**src/common/uart_consts.svh**
```systemverilog
// ####################
// Fixed UART frame and sampling sizes
// Include where cycle counts or bit counts are compared
// ####################

`ifndef UART_CONSTS_SVH
`define UART_CONSTS_SVH

// Data bits in one frame, sent and received LSB first
`define UART_DATA_BITS 8

// BaudTick cycles spent on every bit of the frame
`define UART_OVERSAMPLE 16

// Cycles from the start edge to the middle of the start bit
`define UART_HALF_BIT 8

// One start bit, the data bits and one stop bit
`define UART_FRAME_BITS (`UART_DATA_BITS + 2)

`endif

```
**src/common/uartPkg.sv**
```systemverilog
// ####################
// Shared UART types for the transmitter and receiver chain
// Modules pull these in with a wildcard import
// ####################

`include "uart_consts.svh"

package uartPkg;

  // One character on the wire
  typedef logic [`UART_DATA_BITS-1:0] uartByte;

  // Tick position inside one bit period
  typedef logic [$clog2(`UART_OVERSAMPLE)-1:0] sampleCount;

  // Data bit position inside the frame
  typedef logic [$clog2(`UART_DATA_BITS)-1:0] bitIndex;

  // Transmit frame phase
  typedef enum logic [1:0] {
    txIdle,
    txStart,
    txData,
    txStop
  } txState;

  // Receive frame phase
  typedef enum logic [1:0] {
    rxIdle,
    rxStart,
    rxData,
    rxStop
  } rxState;

endpackage

```
**src/transmitter/txSerializer.sv**
```systemverilog
// ####################
// UART transmitter, one start bit, eight data bits and one stop bit
// Pulse txLoad with txData while txBusy is low to send a byte
// Every bit lasts 16 BaudTick cycles
// ####################

`timescale 1ns/1ps
`include "uart_consts.svh"

module txSerializer
  import uartPkg::*;
(
  input  logic    BaudTick,
  input  logic    arstN,
  input  logic    txLoad,
  input  uartByte txData,
  output logic    txd,
  output logic    txBusy
);

  txState     state;
  sampleCount tickCount;
  bitIndex    bitCount;
  uartByte    shiftReg;
  logic       accept;
  logic       bitEnd;

  // Loads only count while the line is idle
  assign accept = txLoad && (state == txIdle);

  // Last tick of the current bit period
  assign bitEnd = (tickCount == sampleCount'(`UART_OVERSAMPLE - 1));

  // Busy covers all 160 cycles of the frame
  assign txBusy = (state != txIdle);

  always_ff @(posedge BaudTick or negedge arstN)
  begin
    if (!arstN)
    begin
      state     <= txIdle;
      tickCount <= '0;
      bitCount  <= '0;
      txd       <= 1'b1;
    end
    else
    begin
      case (state)
        txIdle:
        begin
          tickCount <= '0;
          bitCount  <= '0;
          // Start bit goes out right after the accepting edge
          if (accept)
          begin
            state <= txStart;
            txd   <= 1'b0;
          end
        end
        txStart:
        begin
          tickCount <= tickCount + 1'b1;
          if (bitEnd)
          begin
            // Package scope, the txData port hides this state name
            state <= uartPkg::txData;
            txd   <= shiftReg[0];
          end
        end
        uartPkg::txData:
        begin
          tickCount <= tickCount + 1'b1;
          if (bitEnd)
          begin
            if (bitCount == bitIndex'(`UART_DATA_BITS - 1))
            begin
              // All data bits sent, line goes high for the stop bit
              state <= txStop;
              txd   <= 1'b1;
            end
            else
            begin
              bitCount <= bitCount + 1'b1;
              // Next bit sits one above the one leaving now
              txd      <= shiftReg[1];
            end
          end
        end
        txStop:
        begin
          tickCount <= tickCount + 1'b1;
          // Back to idle with txd still high
          if (bitEnd)
            state <= txIdle;
        end
        default:
        begin
          state <= txIdle;
          txd   <= 1'b1;
        end
      endcase
    end
  end

  // Byte latch doubling as the shift register, LSB leaves first
  always_ff @(posedge BaudTick)
  begin
    if (accept)
      shiftReg <= txData;
    else if ((state == uartPkg::txData) && bitEnd)
      shiftReg <= {1'b0, shiftReg[`UART_DATA_BITS-1:1]};
  end

endmodule

```
**src/receiver/rxSampler.sv**
```systemverilog
// ####################
// UART receive front end, synchronizes rxd and finds start bits
// Emits nine mid-bit strobes per frame, eight data then stop
// A start bit still high at mid-bit is dropped as a glitch
// ####################

`timescale 1ns/1ps
`include "uart_consts.svh"

module rxSampler
  import uartPkg::*;
(
  input  logic BaudTick,
  input  logic arstN,
  input  logic rxd,
  output logic sampleStrobe,
  output logic sampleBit
);

  logic       rxdMeta;
  logic       rxdSync;
  rxState     state;
  sampleCount tickCount;
  bitIndex    bitCount;
  logic       sampleNow;

  // Two flops against metastability, idle line is high
  always_ff @(posedge BaudTick or negedge arstN)
  begin
    if (!arstN)
    begin
      rxdMeta <= 1'b1;
      rxdSync <= 1'b1;
    end
    else
    begin
      rxdMeta <= rxd;
      rxdSync <= rxdMeta;
    end
  end

  // Mid-bit of a data or stop bit, 16 ticks after the previous one
  assign sampleNow = ((state == rxData) || (state == rxStop)) &&
                     (tickCount == sampleCount'(`UART_OVERSAMPLE - 1));

  always_ff @(posedge BaudTick or negedge arstN)
  begin
    if (!arstN)
    begin
      state     <= rxIdle;
      tickCount <= '0;
      bitCount  <= '0;
    end
    else
    begin
      case (state)
        rxIdle:
        begin
          tickCount <= '0;
          bitCount  <= '0;
          // Low level may be a start bit
          if (!rxdSync)
            state <= rxStart;
        end
        rxStart:
        begin
          if (tickCount == sampleCount'(`UART_HALF_BIT - 1))
          begin
            tickCount <= '0;
            // Confirm at mid start bit
            if (!rxdSync)
              state <= rxData;
            else
              state <= rxIdle;
          end
          else
            tickCount <= tickCount + 1'b1;
        end
        rxData:
        begin
          // Counter wraps to zero on each sample
          tickCount <= tickCount + 1'b1;
          if (sampleNow)
          begin
            if (bitCount == bitIndex'(`UART_DATA_BITS - 1))
              state <= rxStop;
            else
              bitCount <= bitCount + 1'b1;
          end
        end
        rxStop:
        begin
          tickCount <= tickCount + 1'b1;
          // Stop sample taken, wait for the next falling edge
          if (sampleNow)
            state <= rxIdle;
        end
        default:
          state <= rxIdle;
      endcase
    end
  end

  always_ff @(posedge BaudTick or negedge arstN)
  begin
    if (!arstN)
      sampleStrobe <= 1'b0;
    else
      sampleStrobe <= sampleNow;
  end

  // Line level held alongside the strobe
  always_ff @(posedge BaudTick)
  begin
    if (sampleNow)
      sampleBit <= rxdSync;
  end

endmodule

```
**src/receiver/rxDeserializer.sv**
```systemverilog
// ####################
// Collects mid-bit samples into a byte, LSB first
// The ninth strobe of a frame is the stop sample and
// pulses byteDone with the finished byte
// ####################

`timescale 1ns/1ps
`include "uart_consts.svh"

module rxDeserializer
  import uartPkg::*;
(
  input  logic    BaudTick,
  input  logic    arstN,
  input  logic    sampleStrobe,
  input  logic    sampleBit,
  output uartByte byteData,
  output logic    byteDone
);

  uartByte    shiftReg;
  logic [3:0] strobeCount;
  logic       stopSample;

  // Eight data strobes seen, this one is the stop bit
  assign stopSample = sampleStrobe && (strobeCount == 4'(`UART_DATA_BITS));

  always_ff @(posedge BaudTick or negedge arstN)
  begin
    if (!arstN)
    begin
      strobeCount <= '0;
      byteDone    <= 1'b0;
    end
    else
    begin
      byteDone <= stopSample;
      if (stopSample)
        strobeCount <= '0;
      else if (sampleStrobe)
        strobeCount <= strobeCount + 1'b1;
    end
  end

  // New bits enter at the top, first bit ends up at bit 0
  always_ff @(posedge BaudTick)
  begin
    if (sampleStrobe && !stopSample)
      shiftReg <= {sampleBit, shiftReg[`UART_DATA_BITS-1:1]};
  end

  // Stop sample does not shift, byte stays stable through byteDone
  assign byteData = shiftReg;

endmodule

```
**src/receiver/rxHoldBuffer.sv**
```systemverilog
// ####################
// One-entry receive buffer between the UART and the reader
// Pulse rxRead while rxReady is high to take rxData
// ####################

`timescale 1ns/1ps

module rxHoldBuffer
  import uartPkg::*;
(
  input  logic    BaudTick,
  input  logic    arstN,
  input  logic    rxEnable,
  input  logic    byteDone,
  input  uartByte byteData,
  input  logic    rxRead,
  output uartByte rxData,
  output logic    rxReady,
  output logic    rxOverflow
);

  logic capture;
  logic store;

  // Frames finishing with the enable low are dropped
  assign capture = byteDone && rxEnable;

  // Room when empty or emptied by a read at this same edge
  assign store = capture && (!rxReady || rxRead);

  always_ff @(posedge BaudTick or negedge arstN)
  begin
    if (!arstN)
    begin
      rxReady    <= 1'b0;
      rxOverflow <= 1'b0;
    end
    else
    begin
      if (store)
        rxReady <= 1'b1;
      else if (rxRead)
        rxReady <= 1'b0;
      // Full and unread, old byte wins
      if (capture && rxReady && !rxRead)
        rxOverflow <= 1'b1;
      else if (rxRead)
        rxOverflow <= 1'b0;
    end
  end

  always_ff @(posedge BaudTick)
  begin
    if (store)
      rxData <= byteData;
  end

endmodule

```
**src/source/uartTop.sv**
```systemverilog
// ####################
// UART top, transmitter plus sampler, deserializer and hold buffer
// Both serial pins are ports, loop txd to rxd outside for loopback
// ####################

`timescale 1ns/1ps

module uartTop
  import uartPkg::*;
(
  input  logic    BaudTick,
  input  logic    arstN,
  input  logic    txLoad,
  input  uartByte txData,
  output logic    txd,
  output logic    txBusy,
  input  logic    rxd,
  input  logic    rxEnable,
  input  logic    rxRead,
  output uartByte rxData,
  output logic    rxReady,
  output logic    rxOverflow
);

  // Sampler to deserializer
  logic    sampleStrobe;
  logic    sampleBit;

  // Deserializer to hold buffer
  uartByte byteData;
  logic    byteDone;

  txSerializer uTx (
    .BaudTick (BaudTick),
    .arstN    (arstN),
    .txLoad   (txLoad),
    .txData   (txData),
    .txd      (txd),
    .txBusy   (txBusy)
  );

  rxSampler uRxSampler (
    .BaudTick     (BaudTick),
    .arstN        (arstN),
    .rxd          (rxd),
    .sampleStrobe (sampleStrobe),
    .sampleBit    (sampleBit)
  );

  rxDeserializer uRxDeser (
    .BaudTick     (BaudTick),
    .arstN        (arstN),
    .sampleStrobe (sampleStrobe),
    .sampleBit    (sampleBit),
    .byteData     (byteData),
    .byteDone     (byteDone)
  );

  rxHoldBuffer uRxHold (
    .BaudTick   (BaudTick),
    .arstN      (arstN),
    .rxEnable   (rxEnable),
    .byteDone   (byteDone),
    .byteData   (byteData),
    .rxRead     (rxRead),
    .rxData     (rxData),
    .rxReady    (rxReady),
    .rxOverflow (rxOverflow)
  );

endmodule

```
**config.mk**
```make
export PLATFORM = sky130hd
export DESIGN_NAME = uartTop
export DESIGN_NICKNAME = d
export VERILOG_FILES = /design/src/common/uartPkg.sv /design/src/transmitter/txSerializer.sv /design/src/receiver/rxSampler.sv /design/src/receiver/rxDeserializer.sv /design/src/receiver/rxHoldBuffer.sv /design/src/source/uartTop.sv
export VERILOG_INCLUDE_DIRS = /design/src /design/src/common
export SDC_FILE = /design/constraint.sdc
export NUM_CORES = 1
export LEC_CHECK = 0
export BUFFER_PORTS_ARGS = -buffer_cell sky130_fd_sc_hd__buf_2
export CELL_PAD_IN_SITES_DETAIL_PLACEMENT = 1
export CELL_PAD_IN_SITES_GLOBAL_PLACEMENT = 2
export CORE_MARGIN = 4
export CORE_UTILIZATION = 39
export CTS_CLUSTER_DIAMETER = 200
export CTS_CLUSTER_SIZE = 10
export DETAILED_ROUTE_END_ITERATION = 7
export PLACE_DENSITY = 0.79
export REMOVE_ABC_BUFFERS = 1
export SLEW_MARGIN = 20
export SYNTH_ARGS = -nofsm -noshare
export SYNTH_HDL_FRONTEND = slang
export SYNTH_SLANG_ARGS = --single-unit
```
**constraint.sdc**
```tcl
create_clock -name BaudTick -period 1.9 [get_ports BaudTick]
set_input_delay 0.285 -clock BaudTick [delete_from_list [all_inputs] [get_ports BaudTick]]
set_output_delay 0.285 -clock BaudTick [all_outputs]
set_load 0.005 [all_outputs]
```
==> run summary, run 1 <==
Combinational power share - 29.9%
IO Pins - 26
Diode count - 0
Sequential power share - 50.3%
Fin Setup TNS - 0 ns
Post-synth EDFFs - 25
Buf+Inv Stages, Crit Path - 2
Largest net degree at the start of global routing - 30
Mapped Area - 2338 µm²
Most area-consuming cells after synthesis - edfxtp_1 32%, dfrtp_1 28%, ha_1 7.0%, mux2_1 3.9%, dfstp_2 3.4%
Post-synth top area cell - edfxtp_1
Die X - 85.44 µm
Final hold viol count - 0
Met1 Track Usage GR - 15.95%
Layout area overhead - 14.77%
Yosys reg bits - 54
Post-CTS Hold Buffers - 0
Pre-CTS setup slack - 0.05277 ns
Power Density - 1262 nW/µm²
Final WL - 4549 µm
DR vias/cell - 5.168
Max Freq - 0.5501 GHz
Max Cap Viol - 0
RSZ-0062 raised after global routing - false
PortBufs - 25
GPL Wtd Cong - 0.7455
Core Area - 5675 µm²
Leakage - 1.170 nW
CTS Root Cell - clkbuf_8
Tightest Pin Transition - 0.6740 ns
Register Area - 1480 µm²
Syn Inst Count - 185
Slew headroom - 55.07%
Seq/Total Area, Yosys - 63.30%
Post-synthesis async set-or-reset flop share - 53.70%
Netlist cell types - 38
Longest Clk Path Bufs - 2
Total grt overflow - 0
Clock Skews - 0.01201 ns
Fill count - 605
Tcrit/Tclk final - 95.67%
Skew-Pair Late Insertion Delay - 0.31 ns
GRT met2 Usage - 24.22%
DP Cell Count - 281
R2r setup slk - 0.08 ns
Layout cells sized above 1 - 20.55%
Post-route cell area - 2684 µm²
Internal power - 2.234 mW
Setup Viol. Count Final - 0
Rows - 27
Clock power frac - 19.8%
Hold WC Path Type - primary input to async pin
Status - finished, final reports clean
Initial antenna violation count - 0
Crit Path Max Fanout - 8
Sw power - 1.152 mW
DRC Markers - 0
Synth warn - 0
Top-count cell post-synth - dfrtp_1
Area of the die - 7299 µm²
Drt wl/cell - 15.63 µm
Detail Placement HPWL - 3384 µm
CP max stage delay - 0.42 ns
Max IR drop VDD - 0.0005564 V
Detail Route Antenna Nets - 0
Layout Cells excl Fill - 291
Clk slew on worst S/H paths - 0.10 ns
Slack of the critical path - 0.08226 ns
Most used routing layer - met2
CP Launch Type - flop
Fin Hold WS - 0.005708 ns
Main synth FF type - dfrtp_1
CTS H-tree lvls - 2
Share of the synthesized area in the top cell type - 32.10%
Avg Cell Area, Syn - 12.64 µm²
Critical Path RT - 2.10 ns
Final nets - 245
Multi-input gate area - 812.0 µm²
Global-route wire length before repair - 7810 µm
Cell family with most CP delay - flip-flops
GRT Util Overall - 13.55%
Crit path max-delay cell type - dfrtp_1
Synth cell count leaders - 26 x dfrtp_1, 25 x edfxtp_1, 20 x nand2_1, 13 x ha_1, 12 x nor2_1
Crit path capture type - flop
Via count - 1,504
TritonCTS Buffers - 5
Initial Util - 41.20%
Die height - 85.44 µm
Setup Crit Path Kind - flop to flop
Drt initial violations - 72
Sw frac - 34.03%
CP arrival - 2.02 ns
Vias in the first global route - 1,630
Period minus WS final - 1.818 ns
Final Slew Violations - 0
Area after DPL - 2560 µm²
CTS tree - done
Sinks on Clock Net - 54
TritonRoute pass-1 iters - 4
Critical path cell sequence - inv_1 -> ha_1 -> buf_4 -> nand4b_1 -> a31oi_2 -> mux2_1
GR Util met3 - 3.495%
[worst paths after layout]
check | startpoint | cells after the start | to
min | arstN | 1 | uTx.state[0]
max | uTx.state[0] | 6 | uTx.state[1]
max in group asynchronous | arstN | 1 | uTx.tickCount[2]
min in group BaudTick | rxd | 1 | uRxSampler.rxdMeta
min reg2reg | uRxSampler.rxdMeta | 0 | uRxSampler.rxdSync
max reg2reg | uTx.state[0] | 6 | uTx.state[1]
[cells in the final DEF (no fill, tap or decap), drive strengths merged, types with 5 or more instances in the layout]
| cell type | count |
|---|---|
| buf | 30 |
| clkbuf | 5 |
| dfrtp | 26 |
| edfxtp | 25 |
| ha | 13 |
| inv | 12 |
| mux2 | 9 |
| nand2 | 20 |
| nand3 | 5 |
| nor2 | 12 |
| nor2b | 5 |
| o21ai | 10 |
[flip-flops by register name, summed over array words and instances, names as in the netlist, 2 cells and up, named ones only]
signal and count:
uRxDeser.byteData 8, uRxHold.rxData 8, uTx.shiftReg 8, uRxDeser.strobeCount 4, uRxSampler.tickCount 4, uTx.tickCount 4, uRxSampler.bitCount 3, uTx.bitCount 3
uTx.state 2
[power by group through the flow]
stage	registers (mW)	clock network, mW	logic (mW)
2_1_floorplan	1.65	0	0.711
3_3_place_gp	1.70	0	0.873
3_5_place_dp	1.73	0	0.979
4_1_cts	1.71	0.699	0.991
5_1_grt	1.74	0.766	1.16
6_report	1.70	0.671	1.01
[what timing repair did]
item | 4_1_cts | 5_1_grt
resized for setup | 0 | 3
setup buffers | 0 | 2
endpoints found under the setup margin | 0 | 16
[metal layers]
| layer | routed length (µm) | share of wire (%) |
|---|---|---|
| met1 | 2016 | 44 |
| met4 | 24 | 0.53 |
| met3 | 152 | 3.3 |
| met2 | 2356 | 52 |
| met5 | 0 | 0 |
[kinds of logic after synthesis]
logic type               count (synthesis)  synth area share, %
AND/OR/NAND/NOR                         61                13.27
flip-flops                              54                63.30
AO/OA/AOI/OAI                           28                7.811
buffers and inverters                   15                2.461
adder cells (fa/ha/maj)                 13                6.956
multiplexers                             9                4.334
XOR/XNOR                                 5                1.873
[per-stage QoR]
step | utilization [%] | power, mW
finish | 47.29 | 3.386
global route | 47.29 | 3.666
CTS | 46.83 | 3.395
detailed placement | 45.11 | 2.705
global placement | 45.11 | 2.570
floorplan | - | 2.364
[layout make-up]
class | instances | share of cell area (%)
Timing Repair Buffer | 30 | 6.061
Sequential cell | 54 | 55.15
Multi-Input combinational cell | 116 | 30.26
Clock buffer | 5 | 2.564
Tap cell | 72 | 3.357
Inverter | 11 | 1.538
Clock inverter | 3 | 1.072
(Power assumes the default switching activity.)
==> inputs of run 2 (changes only) <==
--- a/config.mk
+++ b/config.mk
@@ -6,7 +6,7 @@
 export SDC_FILE = /design/constraint.sdc
 export NUM_CORES = 1
 export LEC_CHECK = 0
-export BUFFER_PORTS_ARGS = -buffer_cell sky130_fd_sc_hd__buf_2
+export BUFFER_PORTS_ARGS = -buffer_cell sky130_fd_sc_hd__buf_4
 export CELL_PAD_IN_SITES_DETAIL_PLACEMENT = 1
 export CELL_PAD_IN_SITES_GLOBAL_PLACEMENT = 2
 export CORE_MARGIN = 4
==> run summary, run 2 (synthesized netlist as in run 1, its figures left out) <==
Sinks on Clock Net - 54
Largest net degree at the start of global routing - 30
Tcrit/Tclk final - 95.58%
Slew headroom - 73.94%
Leakage - 1.184 nW
Setup Fix Bufs, Post-CTS - 0
CP max stage delay - 0.41 ns
Longest Clk Path Bufs - 2
Post-route cell area - 2741 µm²
CTS Root Cell - clkbuf_8
GPL Wtd Cong - 0.7345
Detail Route Antenna Nets - 0
Most used cells in the layout excluding fill and tap cells - 28 x buf_4, 26 x dfrtp_1, 25 x edfxtp_1
Crit path max-delay cell type - dfrtp_1
Skew-Pair Late Insertion Delay - 0.31 ns
DR vias/cell - 5.090
Final Slew Violations - 0
Max IR drop VDD - 0.0004646 V
Drt wl/cell - 15.42 µm
PortBufs - 25
Area of the die - 7299 µm²
Layout area overhead - 17.23%
Status - finished, final reports clean
Vias in the first global route - 1,576
Period minus WS final - 1.816 ns
Rows - 27
Area after DPL - 2623 µm²
TritonCTS Buffers - 5
Global-route wire length before repair - 7555 µm
Max Cap Viol - 0
GRT Util Overall - 13.31%
CTS H-tree lvls - 2
Setup Viol. Count Final - 0
Detail Placement HPWL - 3369 µm
Via count - 1,476
Crit Path Max Fanout - 8
Total grt overflow - 0
Layout cells sized above 1 - 19.72%
Clk slew on worst S/H paths - 0.10 ns
Final WL - 4473 µm
Cell family with most CP delay - flip-flops
CP arrival - 2.01 ns
Initial antenna violation count - 0
Fill count - 604
DRC Markers - 0
Commonest non-fill, non-tap cell in the layout - buf_4
Critical Path RT - 2.10 ns
Die X - 85.44 µm
Tightest Pin Transition - 0.3909 ns
TritonRoute pass-1 iters - 4
Buf+Inv Stages, Crit Path - 2
CP Launch Type - flop
Final core occ - 48.30%
Crit path capture type - flop
CTS tree - done
Diode count - 0
Initial Util - 41.20%
Setup Crit Path Kind - flop to flop
Clock Skews - 0.009854 ns
Power Density - 1231 nW/µm²
Drt initial violations - 19
Final hold viol count - 0
Critical path cell sequence - inv_1 -> ha_1 -> buf_4 -> nand4b_1 -> a31oi_2 -> mux2_1
Hold WC Path Type - primary input to flop
Max Freq - 0.5506 GHz
Final nets - 244
Die height - 85.44 µm
Core Area - 5675 µm²
IO Pins - 26
==> run 2: cell types whose count changed in the layout (fill, tap and decap cells not counted) <==
cell           change
inv_6              +1
buf_4             +23
buf_2             -25
clkinv_4           -1
dlygate4sd3_1      +1
==> run 2: cell type report <==
| type | count | area (µm²) | area share (%) |
|---|---|---|---|
| Tap cell | 72 | 90.09 | 3.286 |
| Sequential cell | 54 | 1480 | 53.99 |
| Multi-Input combinational cell | 116 | 812.0 | 29.62 |
| Timing Repair Buffer | 29 | 220.2 | 8.033 |
| Clock inverter | 3 | 28.78 | 1.050 |
| Inverter | 11 | 41.29 | 1.506 |
| Clock buffer | 5 | 68.82 | 2.510 |
==> run 2: power by group <==
group	total (mW)	internal [mW]	switching, mW
sequential	1.70	1.47	0.227
combinational	0.989	0.475	0.514
clock	0.683	0.276	0.406
==> run 2: metal layers <==
layer | track usage (%) | wire [µm] | vias to the layer above
li1 | - | - | 718
met1 | 15.54 | 1974 | 728
met2 | 23.80 | 2297 | 26
met3 | 3.301 | 163 | 4
met4 | 4.317 | 37 | 0
met5 | 0 | 0 | -
==> run 2: worst paths after layout <==
path / start / to / slack (ns) / depth (start not counted)
max: uTx.state[0] / uTx.state[1] / 0.08 / 6
max reg2reg: uTx.state[0] / uTx.state[1] / 0.08 / 6
min: rxd / uRxSampler.rxdMeta / 0.07 / 1
min in group asynchronous: arstN / uRxDeser.strobeCount[3] / 0.43 / 2
max in group asynchronous: arstN / uTx.txd / 1.15 / 2
min reg2reg: uRxSampler.rxdMeta / uRxSampler.rxdSync / 0.36 / 0
==> run 2: through the flow <==
stage	hold WS, ns	setup slack (ns)	TNS, ns	instances	power, mW
6_report	0.07287	0.08395	0	290	3.374
3_3_place_gp	0.2328	0.1857	0	281	2.592
4_1_cts	0.06154	0.02186	0	290	3.414
5_1_grt	0.05512	-0.005115	-0.005115	290	3.653
3_5_place_dp	0.2412	0.04416	0	281	2.721
2_1_floorplan	-0.01059	0.1317	0	181	2.364
==> run 2: repair_timing <==
| action | CTS | global route |
|---|---|---|
| resized for setup | 0 | 3 |
| endpoints found under the setup margin | 0 | 15 |
| hold endpoints to repair | 26 | 0 |
| hold buffers | 1 | 0 |
==> inputs of run 3 (changes only) <==
--- a/config.mk
+++ b/config.mk
@@ -15,6 +15,7 @@
 export CTS_CLUSTER_SIZE = 10
 export DETAILED_ROUTE_END_ITERATION = 7
 export PLACE_DENSITY = 0.79
+export RECOVER_POWER = 100
 export REMOVE_ABC_BUFFERS = 1
 export SLEW_MARGIN = 20
 export SYNTH_ARGS = -nofsm -noshare
==> run summary, run 3 (synthesized netlist as in run 1, its figures left out) <==
Status - finished, final reports clean
Diode count - 0
Crit Path Max Fanout - 4
Final hold viol count - 0
Drt wl/cell - 15.32 µm
PortBufs - 25
Total grt overflow - 0
Leakage - 1.175 nW
Slew headroom - 49.73%
Max Freq - 0.5507 GHz
TritonRoute pass-1 iters - 4
Detail Route Antenna Nets - 0
Setup Crit Path Kind - flop to flop
CTS Root Cell - clkbuf_8
Critical Path RT - 2.09 ns
Max Cap Viol - 0
CP arrival - 2.01 ns
Detail Placement HPWL - 3369 µm
Commonest non-fill, non-tap cell in the layout - dfrtp_1
Sinks on Clock Net - 54
Most used cells in the layout excluding fill and tap cells - 26 x dfrtp_1, 25 x edfxtp_1, 19 x nand2_1
Power Density - 1231 nW/µm²
CTS tree - done
Longest Clk Path Bufs - 2
CTS H-tree lvls - 2
Largest net degree at the start of global routing - 30
DRC Markers - 0
Setup Viol. Count Final - 0
Clock Skews - 0.008136 ns
Clk slew on worst S/H paths - 0.10 ns
Final Slew Violations - 0
GRT Util Overall - 13.31%
Core Area - 5675 µm²
IO Pins - 26
Crit path capture type - flop
CP Launch Type - flop
Final nets - 244
TritonCTS Buffers - 5
Fin Setup TNS - 0 ns
Hold WC Path Type - primary input to flop
Global-route wire length before repair - 7555 µm
GPL Wtd Cong - 0.7345
Skew-Pair Late Insertion Delay - 0.31 ns
Vias in the first global route - 1,576
Via count - 1,485
Layout area overhead - 16.85%
Max IR drop VDD - 0.0004594 V
Setup Fix Bufs, Post-CTS - 0
Die height - 85.44 µm
Initial Util - 41.20%
Fin Hold WS - 0.07094 ns
Area of the die - 7299 µm²
DR vias/cell - 5.121
Initial antenna violation count - 0
Tcrit/Tclk final - 95.57%
Period minus WS final - 1.816 ns
Final WL - 4443 µm
Layout cells sized above 1 - 17.89%
Rows - 27
Drt initial violations - 27
Die X - 85.44 µm
Tightest Pin Transition - 0.7541 ns
## run 3: cell count changes in the layout (fill, tap and decap cells not counted), sizes merged
cell,delta
buf,-14
clkbuf,+14
## run 3: cell type report
class                      count  area (µm²)
timing repair buffer          29       214.0
fill                         607        2943
clock buffer                   5       68.82
multi-input combinational    116       809.5
tap                           72       90.09
inverter                      11       41.29
clock inverter                 3       28.78
sequential                    54        1480
## run 3: worst paths after layout
path / startpoint / to / slack [ns] / cells after the start
worst max register to register: uTx.state[0] / uTx.state[1] / 0.08 / 5
worst min-delay path: rxd / uRxSampler.rxdMeta / 0.07 / 1
worst min register to register: uRxSampler.rxdMeta / uRxSampler.rxdSync / 0.37 / 0
worst max-delay path: uTx.state[0] / uTx.state[1] / 0.08 / 5
max in group asynchronous: arstN / uTx.tickCount[1] / 0.86 / 2
min in group asynchronous: arstN / uRxDeser.strobeCount[3] / 0.56 / 2
## run 3: per-stage QoR
step                      total power [mW]  setup WS, ns  instances  util (%)  instance area (µm²)
after floorplan                      2.364        0.1317        181         -                 2322
after global placement               2.592        0.1857        281     46.21                 2623
after detailed placement             2.721       0.04416        281     46.21                 2623
after CTS                            3.414       0.02186        290     48.10                 2730
after global routing                 3.647     -0.005115        290     48.15                 2733
final                                3.363       0.08418        290     48.15                 2733
## run 3: repair_timing
item                                    4_1_cts  5_1_grt
endpoints found under the setup margin        0       15
resized for setup                             0        3
hold buffers                                  1        0
endpoints found under the hold margin        26        0
## run 3: report_power, final
part	internal (mW)	switching (mW)	total, mW
Clock	0.276	0.402	0.679
Combinational	0.471	0.512	0.984
Sequential	1.47	0.227	1.70
## run 3: per-layer routing
metal	global-route usage [%]	vias up	routed length, µm
met5	0	-	0
met4	4.317	0	59
met3	3.301	5	156
met2	23.80	28	2295
met1	15.54	731	1931
li1	-	721	-
## run 3: critical path, stage by stage (launching register included)
cell and delay, ns:
dfrtp_1 0.41, inv_1 0.10, ha_1 0.24, or3_1 0.43
a31oi_2 0.19, mux2_1 0.34
